File: src/logic/portal_settings.svh
`ifndef PORTAL_SETTINGS_SVH
`define PORTAL_SETTINGS_SVH

// number of portal channels, a power of two from 1 to 8
`define PORTAL_CHANNELS 2

// message FIFO depth per channel, a power of two
`define PORTAL_FIFO_DEPTH 4

// bus field widths
`define PORTAL_ID_WIDTH 6
`define PORTAL_DATA_WIDTH 32

`endif

File: src/logic/portalPkg.sv
`default_nettype none

package portalPkg;

  // kind of single-word access handed to a channel
  typedef enum logic [1:0] {
    OP_CTRL_READ  = 2'b00,
    OP_CTRL_WRITE = 2'b01,
    OP_DATA_READ  = 2'b10,
    OP_DATA_WRITE = 2'b11
  } beatOp_e;

  // burst sequencer state, one burst in flight at a time
  typedef enum logic [1:0] {
    SEQ_IDLE  = 2'b00,
    SEQ_READ  = 2'b01,
    SEQ_WRITE = 2'b10
  } seqState_e;

endpackage

`default_nettype wire

File: src/logic/burstSequencer.sv
`timescale 1ns/1ns
`default_nettype none

`include "portal_settings.svh"

module burstSequencer (
  input wire CLK,
  input wire nRST,
  input wire arValid,
  input wire [31:0] arAddr,
  input wire [3:0] arLen,
  input wire [`PORTAL_ID_WIDTH-1:0] arId,
  input wire awValid,
  input wire [31:0] awAddr,
  input wire [3:0] awLen,
  input wire [`PORTAL_ID_WIDTH-1:0] awId,
  input wire wValid,
  input wire [`PORTAL_DATA_WIDTH-1:0] wData,
  input wire [`PORTAL_CHANNELS-1:0] beatReady,
  output logic arReady,
  output logic awReady,
  output logic wReady,
  output logic [`PORTAL_CHANNELS-1:0] beatValid,
  output portalPkg::beatOp_e beatOp,
  output logic [4:0] beatOffset,
  output logic [`PORTAL_DATA_WIDTH-1:0] beatData,
  output logic [`PORTAL_ID_WIDTH-1:0] beatId,
  output logic beatLast
);
  import portalPkg::*;

  localparam int chanCount = `PORTAL_CHANNELS;
  localparam logic [19:0] chanMask = 20'(chanCount - 1);

  seqState_e state;
  logic preferRead;
  logic arFire;
  logic awFire;
  logic [31:0] hsAddr;
  logic [3:0] hsLen;
  logic [chanCount-1:0] hsHot;
  logic [chanCount-1:0] chanHot;
  logic ctrlPage;
  logic [4:0] count;
  logic offer;
  logic selReady;
  logic beatFire;

  // the side that did not go last wins when both addresses arrive together
  assign arReady = (state == SEQ_IDLE) && (preferRead || !awValid);
  assign awReady = (state == SEQ_IDLE) && (!preferRead || !arValid);
  assign arFire = arValid && arReady;
  assign awFire = awValid && awReady;

  assign hsAddr = arFire ? arAddr : awAddr;
  assign hsLen = arFire ? arLen : awLen;

  // channel select from the address bits above the page field
  always_comb begin
    hsHot = '0;
    for (int i = 0; i < chanCount; i++) begin
      hsHot[i] = (hsAddr[31:12] & chanMask) == 20'(i);
    end
  end

  // a write beat is only offered while W data is present
  assign offer = (state == SEQ_READ) || ((state == SEQ_WRITE) && wValid);
  assign selReady = |(beatReady & chanHot);
  assign beatFire = offer && selReady;

  assign beatValid = chanHot & {chanCount{offer}};
  assign wReady = (state == SEQ_WRITE) && selReady;
  assign beatData = wData;
  assign beatLast = count == 5'd1;

  always_comb begin
    case (state)
      SEQ_READ: beatOp = ctrlPage ? OP_CTRL_READ : OP_DATA_READ;
      SEQ_WRITE: beatOp = ctrlPage ? OP_CTRL_WRITE : OP_DATA_WRITE;
      default: beatOp = OP_CTRL_READ;
    endcase
  end

  always_ff @(posedge CLK) begin
    if (!nRST) begin
      state <= SEQ_IDLE;
      preferRead <= 1'b1;
    end else begin
      if (arFire) begin
        state <= SEQ_READ;
        preferRead <= 1'b0;
      end else if (awFire) begin
        state <= SEQ_WRITE;
        preferRead <= 1'b1;
      end else if (beatFire && beatLast) begin
        state <= SEQ_IDLE;
      end
    end
  end

  // burst context, loaded on the address handshake and stepped per beat
  always_ff @(posedge CLK) begin
    if (arFire || awFire) begin
      chanHot <= hsHot;
      ctrlPage <= hsAddr[11:5] == 7'd0;
      beatOffset <= hsAddr[4:0];
      count <= {1'b0, hsLen} + 5'd1;
      beatId <= arFire ? arId : awId;
    end else if (beatFire) begin
      // offset wraps inside the 32-byte window
      beatOffset <= beatOffset + 5'd4;
      count <= count - 5'd1;
    end
  end

endmodule

`default_nettype wire

File: src/logic/portalBridgeTop.sv
`timescale 1ns/1ns
`default_nettype none

`include "portal_settings.svh"

module portalBridgeTop (
  input wire CLK,
  input wire nRST,
  input wire arValid,
  output logic arReady,
  input wire [31:0] arAddr,
  input wire [3:0] arLen,
  input wire [`PORTAL_ID_WIDTH-1:0] arId,
  input wire awValid,
  output logic awReady,
  input wire [31:0] awAddr,
  input wire [3:0] awLen,
  input wire [`PORTAL_ID_WIDTH-1:0] awId,
  input wire wValid,
  output logic wReady,
  input wire [`PORTAL_DATA_WIDTH-1:0] wData,
  input wire wLast,
  output logic rValid,
  input wire rReady,
  output logic [`PORTAL_DATA_WIDTH-1:0] rData,
  output logic [`PORTAL_ID_WIDTH-1:0] rId,
  output logic rLast,
  output logic bValid,
  input wire bReady,
  output logic [`PORTAL_ID_WIDTH-1:0] bId,
  output logic [`PORTAL_CHANNELS-1:0] interrupt
);
  import portalPkg::*;

  localparam int chanCount = `PORTAL_CHANNELS;
  localparam int dw = `PORTAL_DATA_WIDTH;
  localparam int iw = `PORTAL_ID_WIDTH;

  logic [chanCount-1:0] beatValid;
  logic [chanCount-1:0] beatReady;
  beatOp_e beatOp;
  logic [4:0] beatOffset;
  logic [dw-1:0] beatData;
  logic [iw-1:0] beatId;
  logic beatLast;
  logic [chanCount-1:0] respValid;
  logic [chanCount-1:0] respReady;
  logic [chanCount*dw-1:0] respData;
  logic [chanCount*iw-1:0] respId;
  logic [chanCount-1:0] respLast;
  logic [chanCount-1:0] respIsWrite;

  // wLast is not needed, the beat count from AW ends the burst
  burstSequencer i_burstSequencer (
    .CLK(CLK),
    .nRST(nRST),
    .arValid(arValid),
    .arAddr(arAddr),
    .arLen(arLen),
    .arId(arId),
    .awValid(awValid),
    .awAddr(awAddr),
    .awLen(awLen),
    .awId(awId),
    .wValid(wValid),
    .wData(wData),
    .beatReady(beatReady),
    .arReady(arReady),
    .awReady(awReady),
    .wReady(wReady),
    .beatValid(beatValid),
    .beatOp(beatOp),
    .beatOffset(beatOffset),
    .beatData(beatData),
    .beatId(beatId),
    .beatLast(beatLast)
  );

  for (genvar g = 0; g < chanCount; g++) begin : gChannel
    portalChannel #(
      .channelIndex(g)
    ) i_portalChannel (
      .CLK(CLK),
      .nRST(nRST),
      .beatValid(beatValid[g]),
      .beatOp(beatOp),
      .beatOffset(beatOffset),
      .beatData(beatData),
      .beatId(beatId),
      .beatLast(beatLast),
      .respReady(respReady[g]),
      .beatReady(beatReady[g]),
      .respValid(respValid[g]),
      .respData(respData[g*dw +: dw]),
      .respId(respId[g*iw +: iw]),
      .respLast(respLast[g]),
      .respIsWrite(respIsWrite[g]),
      .interrupt(interrupt[g])
    );
  end

  responseArbiter #(
    .channels(chanCount)
  ) i_responseArbiter (
    .CLK(CLK),
    .nRST(nRST),
    .respValid(respValid),
    .respData(respData),
    .respId(respId),
    .respLast(respLast),
    .respIsWrite(respIsWrite),
    .rReady(rReady),
    .bReady(bReady),
    .respReady(respReady),
    .rValid(rValid),
    .rData(rData),
    .rId(rId),
    .rLast(rLast),
    .bValid(bValid),
    .bId(bId)
  );

endmodule

`default_nettype wire

File: src/logic/portalChannel.sv
`timescale 1ns/1ns
`default_nettype none

`include "portal_settings.svh"

module portalChannel #(
  parameter int channelIndex = 0
) (
  input wire CLK,
  input wire nRST,
  input wire beatValid,
  input wire portalPkg::beatOp_e beatOp,
  input wire [4:0] beatOffset,
  input wire [`PORTAL_DATA_WIDTH-1:0] beatData,
  input wire [`PORTAL_ID_WIDTH-1:0] beatId,
  input wire beatLast,
  input wire respReady,
  output logic beatReady,
  output logic respValid,
  output logic [`PORTAL_DATA_WIDTH-1:0] respData,
  output logic [`PORTAL_ID_WIDTH-1:0] respId,
  output logic respLast,
  output logic respIsWrite,
  output logic interrupt
);
  import portalPkg::*;

  localparam int dataWidth = `PORTAL_DATA_WIDTH;
  localparam int depth = `PORTAL_FIFO_DEPTH;
  localparam int ptrBits = (depth > 1) ? $clog2(depth) : 1;
  localparam int cntBits = $clog2(depth + 1);

  logic [dataWidth-1:0] msgMem [depth];
  logic [ptrBits-1:0] wrPtr;
  logic [ptrBits-1:0] rdPtr;
  logic [cntBits-1:0] used;
  logic intEnable;
  logic fifoEmpty;
  logic fifoFull;
  logic beatFire;
  logic isWrite;
  logic wantResp;
  logic doPush;
  logic doPop;
  logic [dataWidth-1:0] readValue;

  function automatic logic [ptrBits-1:0] nextPtr(input logic [ptrBits-1:0] ptr);
    return (ptr == ptrBits'(depth - 1)) ? '0 : ptr + 1'b1;
  endfunction

  assign fifoEmpty = used == '0;
  assign fifoFull = used == cntBits'(depth);
  assign beatReady = !respValid || respReady;
  assign beatFire = beatValid && beatReady;
  assign isWrite = (beatOp == OP_CTRL_WRITE) || (beatOp == OP_DATA_WRITE);
  // writes only answer once, on the closing beat
  assign wantResp = !isWrite || beatLast;
  assign doPush = beatFire && (beatOp == OP_DATA_WRITE) && (beatOffset == 5'h00) && !fifoFull;
  assign doPop = beatFire && (beatOp == OP_DATA_READ) && (beatOffset == 5'h00) && !fifoEmpty;
  assign interrupt = intEnable && !fifoEmpty;

  always_comb begin
    readValue = '0;
    if (beatOp == OP_CTRL_READ) begin
      case (beatOffset)
        5'h00: readValue = dataWidth'(!fifoEmpty);
        5'h04: readValue = dataWidth'(intEnable);
        5'h08: readValue = dataWidth'(cntBits'(depth) - used);
        5'h0C: readValue = dataWidth'(channelIndex);
        default: readValue = '0;
      endcase
    end else if (beatOp == OP_DATA_READ) begin
      if ((beatOffset == 5'h00) && !fifoEmpty) begin
        readValue = msgMem[rdPtr];
      end else if (beatOffset == 5'h04) begin
        readValue = dataWidth'(!fifoFull);
      end
    end
  end

  always_ff @(posedge CLK) begin
    if (!nRST) begin
      intEnable <= 1'b0;
      wrPtr <= '0;
      rdPtr <= '0;
      used <= '0;
      respValid <= 1'b0;
    end else begin
      if (beatFire && (beatOp == OP_CTRL_WRITE) && (beatOffset == 5'h04)) begin
        intEnable <= beatData[0];
      end
      if (doPush) begin
        wrPtr <= nextPtr(wrPtr);
        used <= used + 1'b1;
      end else if (doPop) begin
        rdPtr <= nextPtr(rdPtr);
        used <= used - 1'b1;
      end
      if (beatFire && wantResp) begin
        respValid <= 1'b1;
      end else if (respReady) begin
        respValid <= 1'b0;
      end
    end
  end

  always_ff @(posedge CLK) begin
    if (doPush) begin
      msgMem[wrPtr] <= beatData;
    end
    if (beatFire && wantResp) begin
      respData <= readValue;
      respId <= beatId;
      respLast <= beatLast;
      respIsWrite <= isWrite;
    end
  end

endmodule

`default_nettype wire

File: src/logic/responseArbiter.sv
`timescale 1ns/1ns
`default_nettype none

`include "portal_settings.svh"

module responseArbiter #(
  parameter int channels = 1
) (
  input wire CLK,
  input wire nRST,
  input wire [channels-1:0] respValid,
  input wire [channels*`PORTAL_DATA_WIDTH-1:0] respData,
  input wire [channels*`PORTAL_ID_WIDTH-1:0] respId,
  input wire [channels-1:0] respLast,
  input wire [channels-1:0] respIsWrite,
  input wire rReady,
  input wire bReady,
  output logic [channels-1:0] respReady,
  output logic rValid,
  output logic [`PORTAL_DATA_WIDTH-1:0] rData,
  output logic [`PORTAL_ID_WIDTH-1:0] rId,
  output logic rLast,
  output logic bValid,
  output logic [`PORTAL_ID_WIDTH-1:0] bId
);
  localparam int dw = `PORTAL_DATA_WIDTH;
  localparam int iw = `PORTAL_ID_WIDTH;

  logic [channels-1:0] grant;
  logic found;
  logic take;
  logic rFree;
  logic bFree;
  logic [dw-1:0] selData;
  logic [iw-1:0] selId;
  logic selLast;
  logic selIsWrite;

  // lowest index wins
  always_comb begin
    grant = '0;
    found = 1'b0;
    selData = '0;
    selId = '0;
    selLast = 1'b0;
    selIsWrite = 1'b0;
    for (int i = 0; i < channels; i++) begin
      if (respValid[i] && !found) begin
        found = 1'b1;
        grant[i] = 1'b1;
        selData = respData[i*dw +: dw];
        selId = respId[i*iw +: iw];
        selLast = respLast[i];
        selIsWrite = respIsWrite[i];
      end
    end
  end

  assign rFree = !rValid || rReady;
  assign bFree = !bValid || bReady;
  assign take = found && (selIsWrite ? bFree : rFree);
  assign respReady = grant & {channels{take}};

  always_ff @(posedge CLK) begin
    if (!nRST) begin
      rValid <= 1'b0;
      bValid <= 1'b0;
    end else begin
      if (take && !selIsWrite) begin
        rValid <= 1'b1;
      end else if (rReady) begin
        rValid <= 1'b0;
      end
      if (take && selIsWrite) begin
        bValid <= 1'b1;
      end else if (bReady) begin
        bValid <= 1'b0;
      end
    end
  end

  always_ff @(posedge CLK) begin
    if (take && !selIsWrite) begin
      rData <= selData;
      rId <= selId;
      rLast <= selLast;
    end
    if (take && selIsWrite) begin
      bId <= selId;
    end
  end

endmodule

`default_nettype wire

File: config.mk
export PLATFORM = sky130hd
export DESIGN_NAME = portalBridgeTop
export DESIGN_NICKNAME = d
export VERILOG_FILES = /design/src/logic/portalPkg.sv /design/src/logic/burstSequencer.sv /design/src/logic/portalBridgeTop.sv /design/src/logic/portalChannel.sv /design/src/logic/responseArbiter.sv
export VERILOG_INCLUDE_DIRS = /design/src /design/src/logic
export SDC_FILE = /design/constraint.sdc
export NUM_CORES = 1
export LEC_CHECK = 0
export ABC_AREA = 1
export BUFFER_PORTS_ARGS = -buffer_cell sky130_fd_sc_hd__buf_2
export CORE_MARGIN = 10
export CORE_UTILIZATION = 53
export DETAILED_ROUTE_END_ITERATION = 7
export GPL_TIMING_DRIVEN = 1
export HOLD_SLACK_MARGIN = 0.08
export PLACE_DENSITY = 0.78
export SYNTH_ARGS = -nofsm -noshare
export SYNTH_HDL_FRONTEND = slang
export SYNTH_HIERARCHICAL = 1
export SYNTH_SLANG_ARGS = --single-unit
File: constraint.sdc
create_clock -name CLK -period 3.5 [get_ports CLK]
set_input_delay 0.35 -clock CLK [delete_from_list [all_inputs] [get_ports CLK]]
set_output_delay 0.35 -clock CLK [all_outputs]
set_load 0.02 [all_outputs]
# Word-level counts from Yosys, hierarchy flattened
# Memories as Yosys holds them, arrays and structs flattened. A register that Yosys moved wholly into a read port is not among the register bits.
# Index checks and enable logic that the tools add are counted.
[word_totals] ff_bits=167 latchBits=0 mem_bits_rw=256 romBits=0 in_bits=124 out_inout_bits=52 word_cells=210 n_memories=2
[op_classes] n_addsub=13 mul=0 div_mod_pow=0 magnitude_cmp=0 n_eq_ne=15 shifts=0 mux=61 bitwise_logic=6 n_reduce_logical=81
[mem_list] memory="gChannel[0].i_portalChannel.msgMem" depth=4 word_bits=32 read_ports=1 rd_clocked_by_memory_dff=1 write_ports=1 line="portalChannel.sv:33" rtl="logic [dataWidth-1:0] msgMem [depth];"
[mem_list] memory="gChannel[1].i_portalChannel.msgMem" depth=4 word_bits=32 read_ports=1 rd_clocked_by_memory_dff=1 write_ports=1 line="portalChannel.sv:33"
[op_table] cell="32-bit two-way mux" count=8
[op_table] cell="32-bit one-hot mux with 4 select lines" count=1
[op_table] cell="32-bit one-hot mux with 3 select lines" count=1
[op_table] cell="1-bit logical AND" count=36
[op_table] cell="1-bit two-way mux" count=25
[op_table] cell="2-bit two-way mux" count=12
[op_table] cell="20-bit logical NOT" count=1
[op_table] cell="5-bit two-way mux" count=4
[op_table] cell="6-bit two-way mux" count=3
[op_table] cell="2-bit nonzero test" count=9
[op_table] cell="2-bit == test, second input constant" count=7
[op_table] cell="1-bit logical NOT" count=14
[op_table] cell="13-bit two-way mux" count=1
[op_table] cell="3-bit two-way mux" count=4
[op_table] cell="5-bit by 4-bit == test with 1-bit output, second input constant" count=2
[op_table] cell="1-bit logical OR" count=10
[op_table] cell="2-bit by 1-bit adder with 2-bit output, second input constant" count=4
[op_table] cell="3-bit by 3-bit subtractor with 4-bit output, first input constant" count=2
[op_table] cell="7-bit logical NOT" count=1
[op_table] cell="3-bit by 1-bit adder with 3-bit output, second input constant" count=2
[op_table] cell="2-bit AND" count=3
[op_table] cell="3-bit == test, second input constant" count=2
[op_table] cell="3-bit logical NOT" count=2
[op_table] cell="3-bit by 1-bit subtractor with 3-bit output, second input constant" count=2
[op_table] cell="other kinds (14)" count=20

# Logic depth before layout (Yosys ltp)
[depth] depth_word=16 depth_mapped=18

# By module
# Netlist, hierarchy kept.
[modules_own_cells] mod="portalChannel (gChannel[1].i_portalChannel)" n_inst=1 cells_per_inst=501 area_each_um2=7035.5 seq_area_each_um2=5265.0
[modules_own_cells] mod="portalChannel (gChannel[0].i_portalChannel)" n_inst=1 cells_per_inst=499 area_each_um2=6986.7 seq_area_each_um2=5265.0
[modules_own_cells] mod="responseArbiter" n_inst=1 cells_per_inst=199 area_each_um2=2040.7 seq_area_each_um2=1391.3
[modules_own_cells] mod="burstSequencer" n_inst=1 cells_per_inst=183 area_each_um2=1601.5 seq_area_each_um2=630.6

# Least setup slack after synthesis
# OpenSTA, ideal clock, no wires.
[synth_timing] kind="register -> register" from="register i_burstSequencer.state[1]" to="memory gChannel[0].i_portalChannel/msgMem[0][0] (netlist name) (enable)" t_arrival_ns=2.968 path_slack_ns=0.111 stages_incl_launch_ff=11 period_less_slack_ns=3.389 cell_sequence="dfxtp_1 > inv_1 > ha_1 > o21ai_0 > nor2_1 > inv_2 > or2_0 > nor2_2 > nand2_2 > buf_6 > nor2_1"
[synth_between] elab_cells_between_ends=13 classes_between="eq/ne (3); mux (3); bitwise (1); reduce/logical (6)"
[synth_rtl] element="start: declaration" line="burstSequencer.sv:35" rtl="seqState_e state;"
[synth_rtl] element="start signal: assignment" line="burstSequencer.sv:86" rtl="state <= SEQ_IDLE;"
[synth_rtl] element="start signal: assignment" line="burstSequencer.sv:90" rtl="state <= SEQ_READ;"
[synth_rtl] element="start signal: assignment" line="burstSequencer.sv:93" rtl="state <= SEQ_WRITE;"
[synth_rtl] element="2-bit == test or 2-bit by 1-bit == test with 1-bit output (tied branches)" line="burstSequencer.sv:77" rtl="case (state)"
[synth_rtl] element="2-bit one-hot mux with 2 select lines *" line="burstSequencer.sv:77"
[synth_rtl] element="net beatOp[1]" line="portalBridgeTop.sv:41" rtl="beatOp_e beatOp;"
[synth_rtl] element="2-bit == test *" line="portalChannel.sv:58" rtl="assign doPush = beatFire && (beatOp == OP_DATA_WRITE) && (beatOffset == 5'h00) && !fifoFull;"
[synth_rtl] element="1-bit logical AND * (3 in a row)" line="portalChannel.sv:58"
[synth_rtl] element="1-bit two-way mux *" line="portalChannel.sv:108" rtl="if (doPush) begin"
[synth_rtl] element="1-bit two-way mux (not written as such) *" line="portalChannel.sv:109" rtl="msgMem[wrPtr] <= beatData;"
[synth_rtl] element="end: declaration" line="portalChannel.sv:33"
# The timed path passes the listed nets; every way through them passes the cells marked *.

# Final worst setup path
[layout_timing] from="register gChannel[0].i_portalChannel.respValid" to="register gChannel[1].i_portalChannel.used[2]"
[layout_between] elab_chain_cells=13 elab_cells_between_ends=20 classes_between="mux (7); bitwise (1); reduce/logical (12)"
[layout_lines] element="start: declaration" line="portalChannel.sv:19" rtl="output logic respValid,"
[layout_lines] element="start signal: assignment" line="portalChannel.sv:87" rtl="respValid <= 1'b0;"
[layout_lines] element="start signal: assignment" line="portalChannel.sv:100" rtl="respValid <= 1'b1;"
[layout_lines] element="start signal: assignment" line="portalChannel.sv:102" rtl="respValid <= 1'b0;"
[layout_lines] element="1-bit two-way mux" line="responseArbiter.sv:48" rtl="if (respValid[i] && !found) begin"
[layout_lines] element="1-bit logical NOT" line="responseArbiter.sv:48"
[layout_lines] element="1-bit logical AND" line="responseArbiter.sv:48"
[layout_lines] element="1-bit two-way mux" line="responseArbiter.sv:48"
[layout_lines] element="1-bit two-way mux" line="responseArbiter.sv:61" rtl="assign take = found && (selIsWrite ? bFree : rFree);"
[layout_lines] element="1-bit logical AND" line="responseArbiter.sv:61"
[layout_lines] element="2-bit AND *" line="responseArbiter.sv:62" rtl="assign respReady = grant & {channels{take}};"
[layout_lines] element="net respReady[1]" line="portalBridgeTop.sv:47" rtl="logic [chanCount-1:0] respReady;"
[layout_lines] element="1-bit logical OR *" line="portalChannel.sv:53" rtl="assign beatReady = !respValid || respReady;"
[layout_lines] element="net beatReady[1]" line="portalBridgeTop.sv:40" rtl="logic [chanCount-1:0] beatReady;"
[layout_lines] element="1-bit logical AND *" line="portalChannel.sv:54" rtl="assign beatFire = beatValid && beatReady;"
[layout_lines] element="1-bit logical AND, on equally long branches (3 in a row)" line="portalChannel.sv:58, portalChannel.sv:59"
[layout_lines] element="3-bit two-way mux or 2-bit nonzero test (tied branches)"
[layout_lines] element="end signal: assignment" line="portalChannel.sv:94" rtl="used <= used + 1'b1;"
[layout_lines] element="end signal: assignment" line="portalChannel.sv:97" rtl="used <= used - 1'b1;"
[layout_lines] element="end: declaration" line="portalChannel.sv:36" rtl="logic [cntBits-1:0] used;"
# Marked as above.
# A chain may end at the register's enable or synchronous reset.

==> run_summary.xml <==
<?xml version="1.0" encoding="UTF-8"?>
<metrics>
  <group name="layout">
    <metric name="layout_commonest_cell" unit="">sky130_fd_sc_hd__edfxtp_1</metric>
    <metric name="fin_nets" unit="">1655</metric>
    <metric name="layout-area-overhead-vs-synth" unit="%">13.9</metric>
    <metric name="mostFrequentLayoutCells" unit="">sky130_fd_sc_hd__edfxtp_1 (400), sky130_fd_sc_hd__nand2_1 (246), sky130_fd_sc_hd__buf_2 (136)</metric>
    <metric name="layout-drive-gt1-share" unit="%">19.4</metric>
    <metric name="final_core_util" unit="%">61.5</metric>
  </group>
  <group name="global_routing">
    <metric name="grt_max_degree" unit="">66</metric>
    <metric name="number_of_antenna_violations_at_the_first_check_in_global_routing" unit="">3</metric>
    <metric name="gr-usage-met1" unit="%">24.0</metric>
    <metric name="overflow" unit="">0</metric>
    <metric name="grt_use_met3" unit="%">3.71</metric>
    <metric name="global_route.peak_usage_layer" unit="">met2</metric>
    <metric name="grt_first_pass_wirelength" unit="um">60900</metric>
    <metric name="use_met2" unit="%">31.2</metric>
    <metric name="grt_use_total" unit="%">18.6</metric>
    <metric name="grt_pass1_vias" unit="">11000</metric>
  </group>
  <group name="critical_path">
    <metric name="worst-endpoint-arrival" unit="ns">3.40</metric>
    <metric name="cpMaxStageDelayCell" unit="">sky130_fd_sc_hd__fa_1</metric>
    <metric name="crit_path_max_incr_delay" unit="ns">0.55</metric>
    <metric name="cell_by_cell_trace_of_the_critical_path" unit="">inv_2 -&gt; nand3_2 -&gt; nand2_1 -&gt; o21ai_1 -&gt; nor2_1 -&gt; inv_1 -&gt; nand2_1 -&gt; nand2_1 -&gt; nor2_1 -&gt; nand3_2 -&gt; fa_1 -&gt; inv_1 -&gt; nand4_1 -&gt; nand3_1 -&gt; nand2_1 -&gt; nor2_1</metric>
    <metric name="critical_path.n_buffers_inverters" unit="">3</metric>
    <metric name="timing.critical_path.to_type" unit="">flop</metric>
    <metric name="worstPathMaxFanout" unit="">15</metric>
    <metric name="critical_path_required" unit="ns">3.98</metric>
    <metric name="critPathLaunchType" unit="">flop</metric>
    <metric name="critical-path-top-cell-by-count" unit="">sky130_fd_sc_hd__nand2_1</metric>
    <metric name="cpLargestDelayFamily" unit="">simple AND/OR/NAND/NOR gates</metric>
    <metric name="timing.setup.critical_path_class" unit="">reg -&gt; reg</metric>
  </group>
  <group name="detailed_routing">
    <metric name="drtPass1Iterations" unit="">6</metric>
    <metric name="drtAntennaViolNets" unit="">0</metric>
    <metric name="detailedRoute.firstIterationViolations" unit="">974</metric>
    <metric name="finalWirelength" unit="um">39500</metric>
    <metric name="route.detailed.wl_per_inst" unit="um">20.0</metric>
    <metric name="via_cell_ratio" unit="">5.68</metric>
    <metric name="detail_route.drc_violations" unit="">0</metric>
    <metric name="via_count" unit="">11300</metric>
  </group>
  <group name="sta">
    <metric name="fmax" unit="MHz">342</metric>
    <metric name="finalHoldViolations" unit="">0</metric>
    <metric name="report.final.setup_viol" unit="">0</metric>
    <metric name="final-max-slew-violation-count" unit="">0</metric>
    <metric name="fin_crit_sh" unit="%">83.4</metric>
    <metric name="max_slew.worst_pin.slew" unit="ns">1.17</metric>
    <metric name="timing.slew.headroom" unit="%">21.8</metric>
    <metric name="final.setup.worst_slack" unit="ns">0.580</metric>
    <metric name="finalClockSkew" unit="ns">0.0146</metric>
    <metric name="layout_min_cycle_time" unit="ns">2.92</metric>
    <metric name="rsz0062_at_grt" unit="">false</metric>
    <metric name="totalNegativeSetupSlack" unit="ns">0</metric>
  </group>
  <group name="floorplan">
    <metric name="initial_core_util" unit="%">54.0</metric>
    <metric name="floorplan.die_area" unit="mm^2">0.0410</metric>
    <metric name="area_inside_the_core_boundary" unit="mm^2">0.0327</metric>
    <metric name="dieWidth" unit="um">203</metric>
    <metric name="design.portCount" unit="">176</metric>
    <metric name="die-height" unit="um">203</metric>
    <metric name="std_cell_rows" unit="">66</metric>
  </group>
  <group name="clocking">
    <metric name="clkSlewWorstSetupHoldPaths" unit="ns">0.06</metric>
    <metric name="post_cts_setup_buffers" unit="">0</metric>
    <metric name="cts_max_path_buffers" unit="">3</metric>
    <metric name="tritoncts_num_sinks" unit="">427</metric>
    <metric name="ctsHoldBuffers" unit="">15</metric>
    <metric name="clock_latency" unit="ns">0.55</metric>
    <metric name="clk_root_buffer_cell" unit="">sky130_fd_sc_hd__clkbuf_16</metric>
    <metric name="tritoncts" unit="">yes</metric>
    <metric name="cts_inserted_buffers" unit="">43</metric>
    <metric name="post_cts.resized_instances" unit="">0</metric>
    <metric name="h-tree-depth" unit="">2</metric>
  </group>
  <group name="placement">
    <metric name="gpl.final_weighted_congestion" unit="">0.864</metric>
    <metric name="portBuffers" unit="">136</metric>
    <metric name="dpl.hpwl" unit="um">23800</metric>
    <metric name="pre_cts_slack" unit="ns">0.666</metric>
  </group>
  <group name="synth">
    <metric name="synth_enable_flop_cells" unit="">400</metric>
    <metric name="synth-async-reset-ratio" unit="%">0</metric>
    <metric name="netlist_area" unit="mm^2">0.0177</metric>
    <metric name="synth.ff_latch_count" unit="">427</metric>
    <metric name="post_synthesis_sequential_area_ratio" unit="%">71.1</metric>
    <metric name="synth.avg_cell_area" unit="um^2">12.8</metric>
    <metric name="synth-warning-count" unit="">6</metric>
    <metric name="synth-main-ff-cell" unit="">sky130_fd_sc_hd__edfxtp_1</metric>
    <metric name="synthesis.nets" unit="">1532</metric>
    <metric name="synthDistinctLibCells" unit="">52</metric>
    <metric name="synth_cells" unit="">1382</metric>
  </group>
  <group name="power">
    <metric name="peakVddDrop" unit="mV">0.347</metric>
    <metric name="pwr_dens" unit="mW/mm^2">563</metric>
    <metric name="leakagePower" unit="nW">7.43</metric>
  </group>
  <group name="run">
    <metric name="timing.max_cap.violations" unit="">0</metric>
  </group>
  <group name="run_status">
    <metric name="run_status" unit="">completed</metric>
  </group>
  <group name="hold_path">
    <metric name="hold_class" unit="">in -&gt; reg</metric>
  </group>
</metrics>
[cells by family after synthesis]
family          share of synthesized area (%)
simple gates                             11.2
flops                                    71.1
compound gates                           10.3
buf+inv                                  5.23
fa+ha+maj                                1.93
xor+xnor                                0.248
[registers in the layout, summed over array words and instances (netlist names), 4 cells and up, named ones only]
register,count
i_burstSequencer/beatId,6
i_burstSequencer/count,5
gChannel.i_portalChannel/wrPtr,4
i_burstSequencer/beatOffset,5
gChannel.i_portalChannel/used,6
gChannel.i_portalChannel/respData,64
gChannel.i_portalChannel/respId,12
i_responseArbiter/rData,32
i_responseArbiter/bId,6
gChannel.i_portalChannel/msgMem,256
gChannel.i_portalChannel/rdPtr,4
i_responseArbiter/rId,6
[report_power, final]
part	leakage, nW	switching (mW)	internal [mW]
sequential	3.89	0.0908	5.84
combinational	2.86	0.617	0.244
clock	0.684	1.86	2.68
total	7.43	2.57	8.77
[synthesized netlist by cell type, types with 27 or more instances]
cell type / count / area (um^2)
sky130_fd_sc_hd__nand2_1: 246 / 923
sky130_fd_sc_hd__nor2_1: 106 / 398
sky130_fd_sc_hd__o21ai_1: 44 / 220
sky130_fd_sc_hd__edfxtp_1: 400 / 12000
sky130_fd_sc_hd__buf_2: 32 / 160
sky130_fd_sc_hd__dfxtp_1: 27 / 541
sky130_fd_sc_hd__buf_4: 35 / 263
sky130_fd_sc_hd__a21oi_1: 52 / 260
sky130_fd_sc_hd__nand3_1: 69 / 345
sky130_fd_sc_hd__inv_1: 65 / 244
sky130_fd_sc_hd__o22a_1: 30 / 263
sky130_fd_sc_hd__o21ai_0: 88 / 440
sky130_fd_sc_hd__a32o_1: 30 / 300
[path summary, 6_finish.rpt]
check / start / end / slack [ns] / cells past startpoint
worst max-delay path: gChannel[0].i_portalChannel/respValid$_SDFFE_PN0P_ / gChannel[1].i_portalChannel/used[2]$_SDFFE_PN0P_ / 0.58 / 16
worst min-delay path: wData[21] / gChannel[1].i_portalChannel/msgMem[3][21]$_DFFE_PP_ / 0.08 / 1
worst max register to register: gChannel[0].i_portalChannel/respValid$_SDFFE_PN0P_ / gChannel[1].i_portalChannel/used[2]$_SDFFE_PN0P_ / 0.58 / 16
worst min register to register: i_burstSequencer/beatId[2]$_DFFE_PN_ / gChannel[1].i_portalChannel/respId[2]$_DFFE_PP_ / 0.45 / 0
[metal layers]
layer | share of wire, % | up-vias
met3 | 9.0 | 84
li1 | - | 5195
met5 | 0.033 | -
met1 | 40 | 5437
met4 | 2.4 | 2
met2 | 48 | 534
[cell type report]
type                       count  area [um^2]
antenna                        2         5.00
clock buffer                  52         1130
clock inverter                25          272
fill                        2423        12600
inverter                      74          278
multi-input combinational    778         4250
sequential                   427        12600
tap                          442          553
timing repair buffer         181         1080
[stage by stage]
stage	instance area (um^2)	hold slack [ns]	cells	total power [mW]
CTS	20100	0.0800	1979	11.4
detailed placement	18600	0.430	1887	6.88
global route	20100	0.0952	1980	11.7
global placement	18600	0.421	1887	6.85
floorplan	17700	0.421	1382	6.59
finish	20100	0.0850	1981	11.3
(Power assumes the default switching activity.)
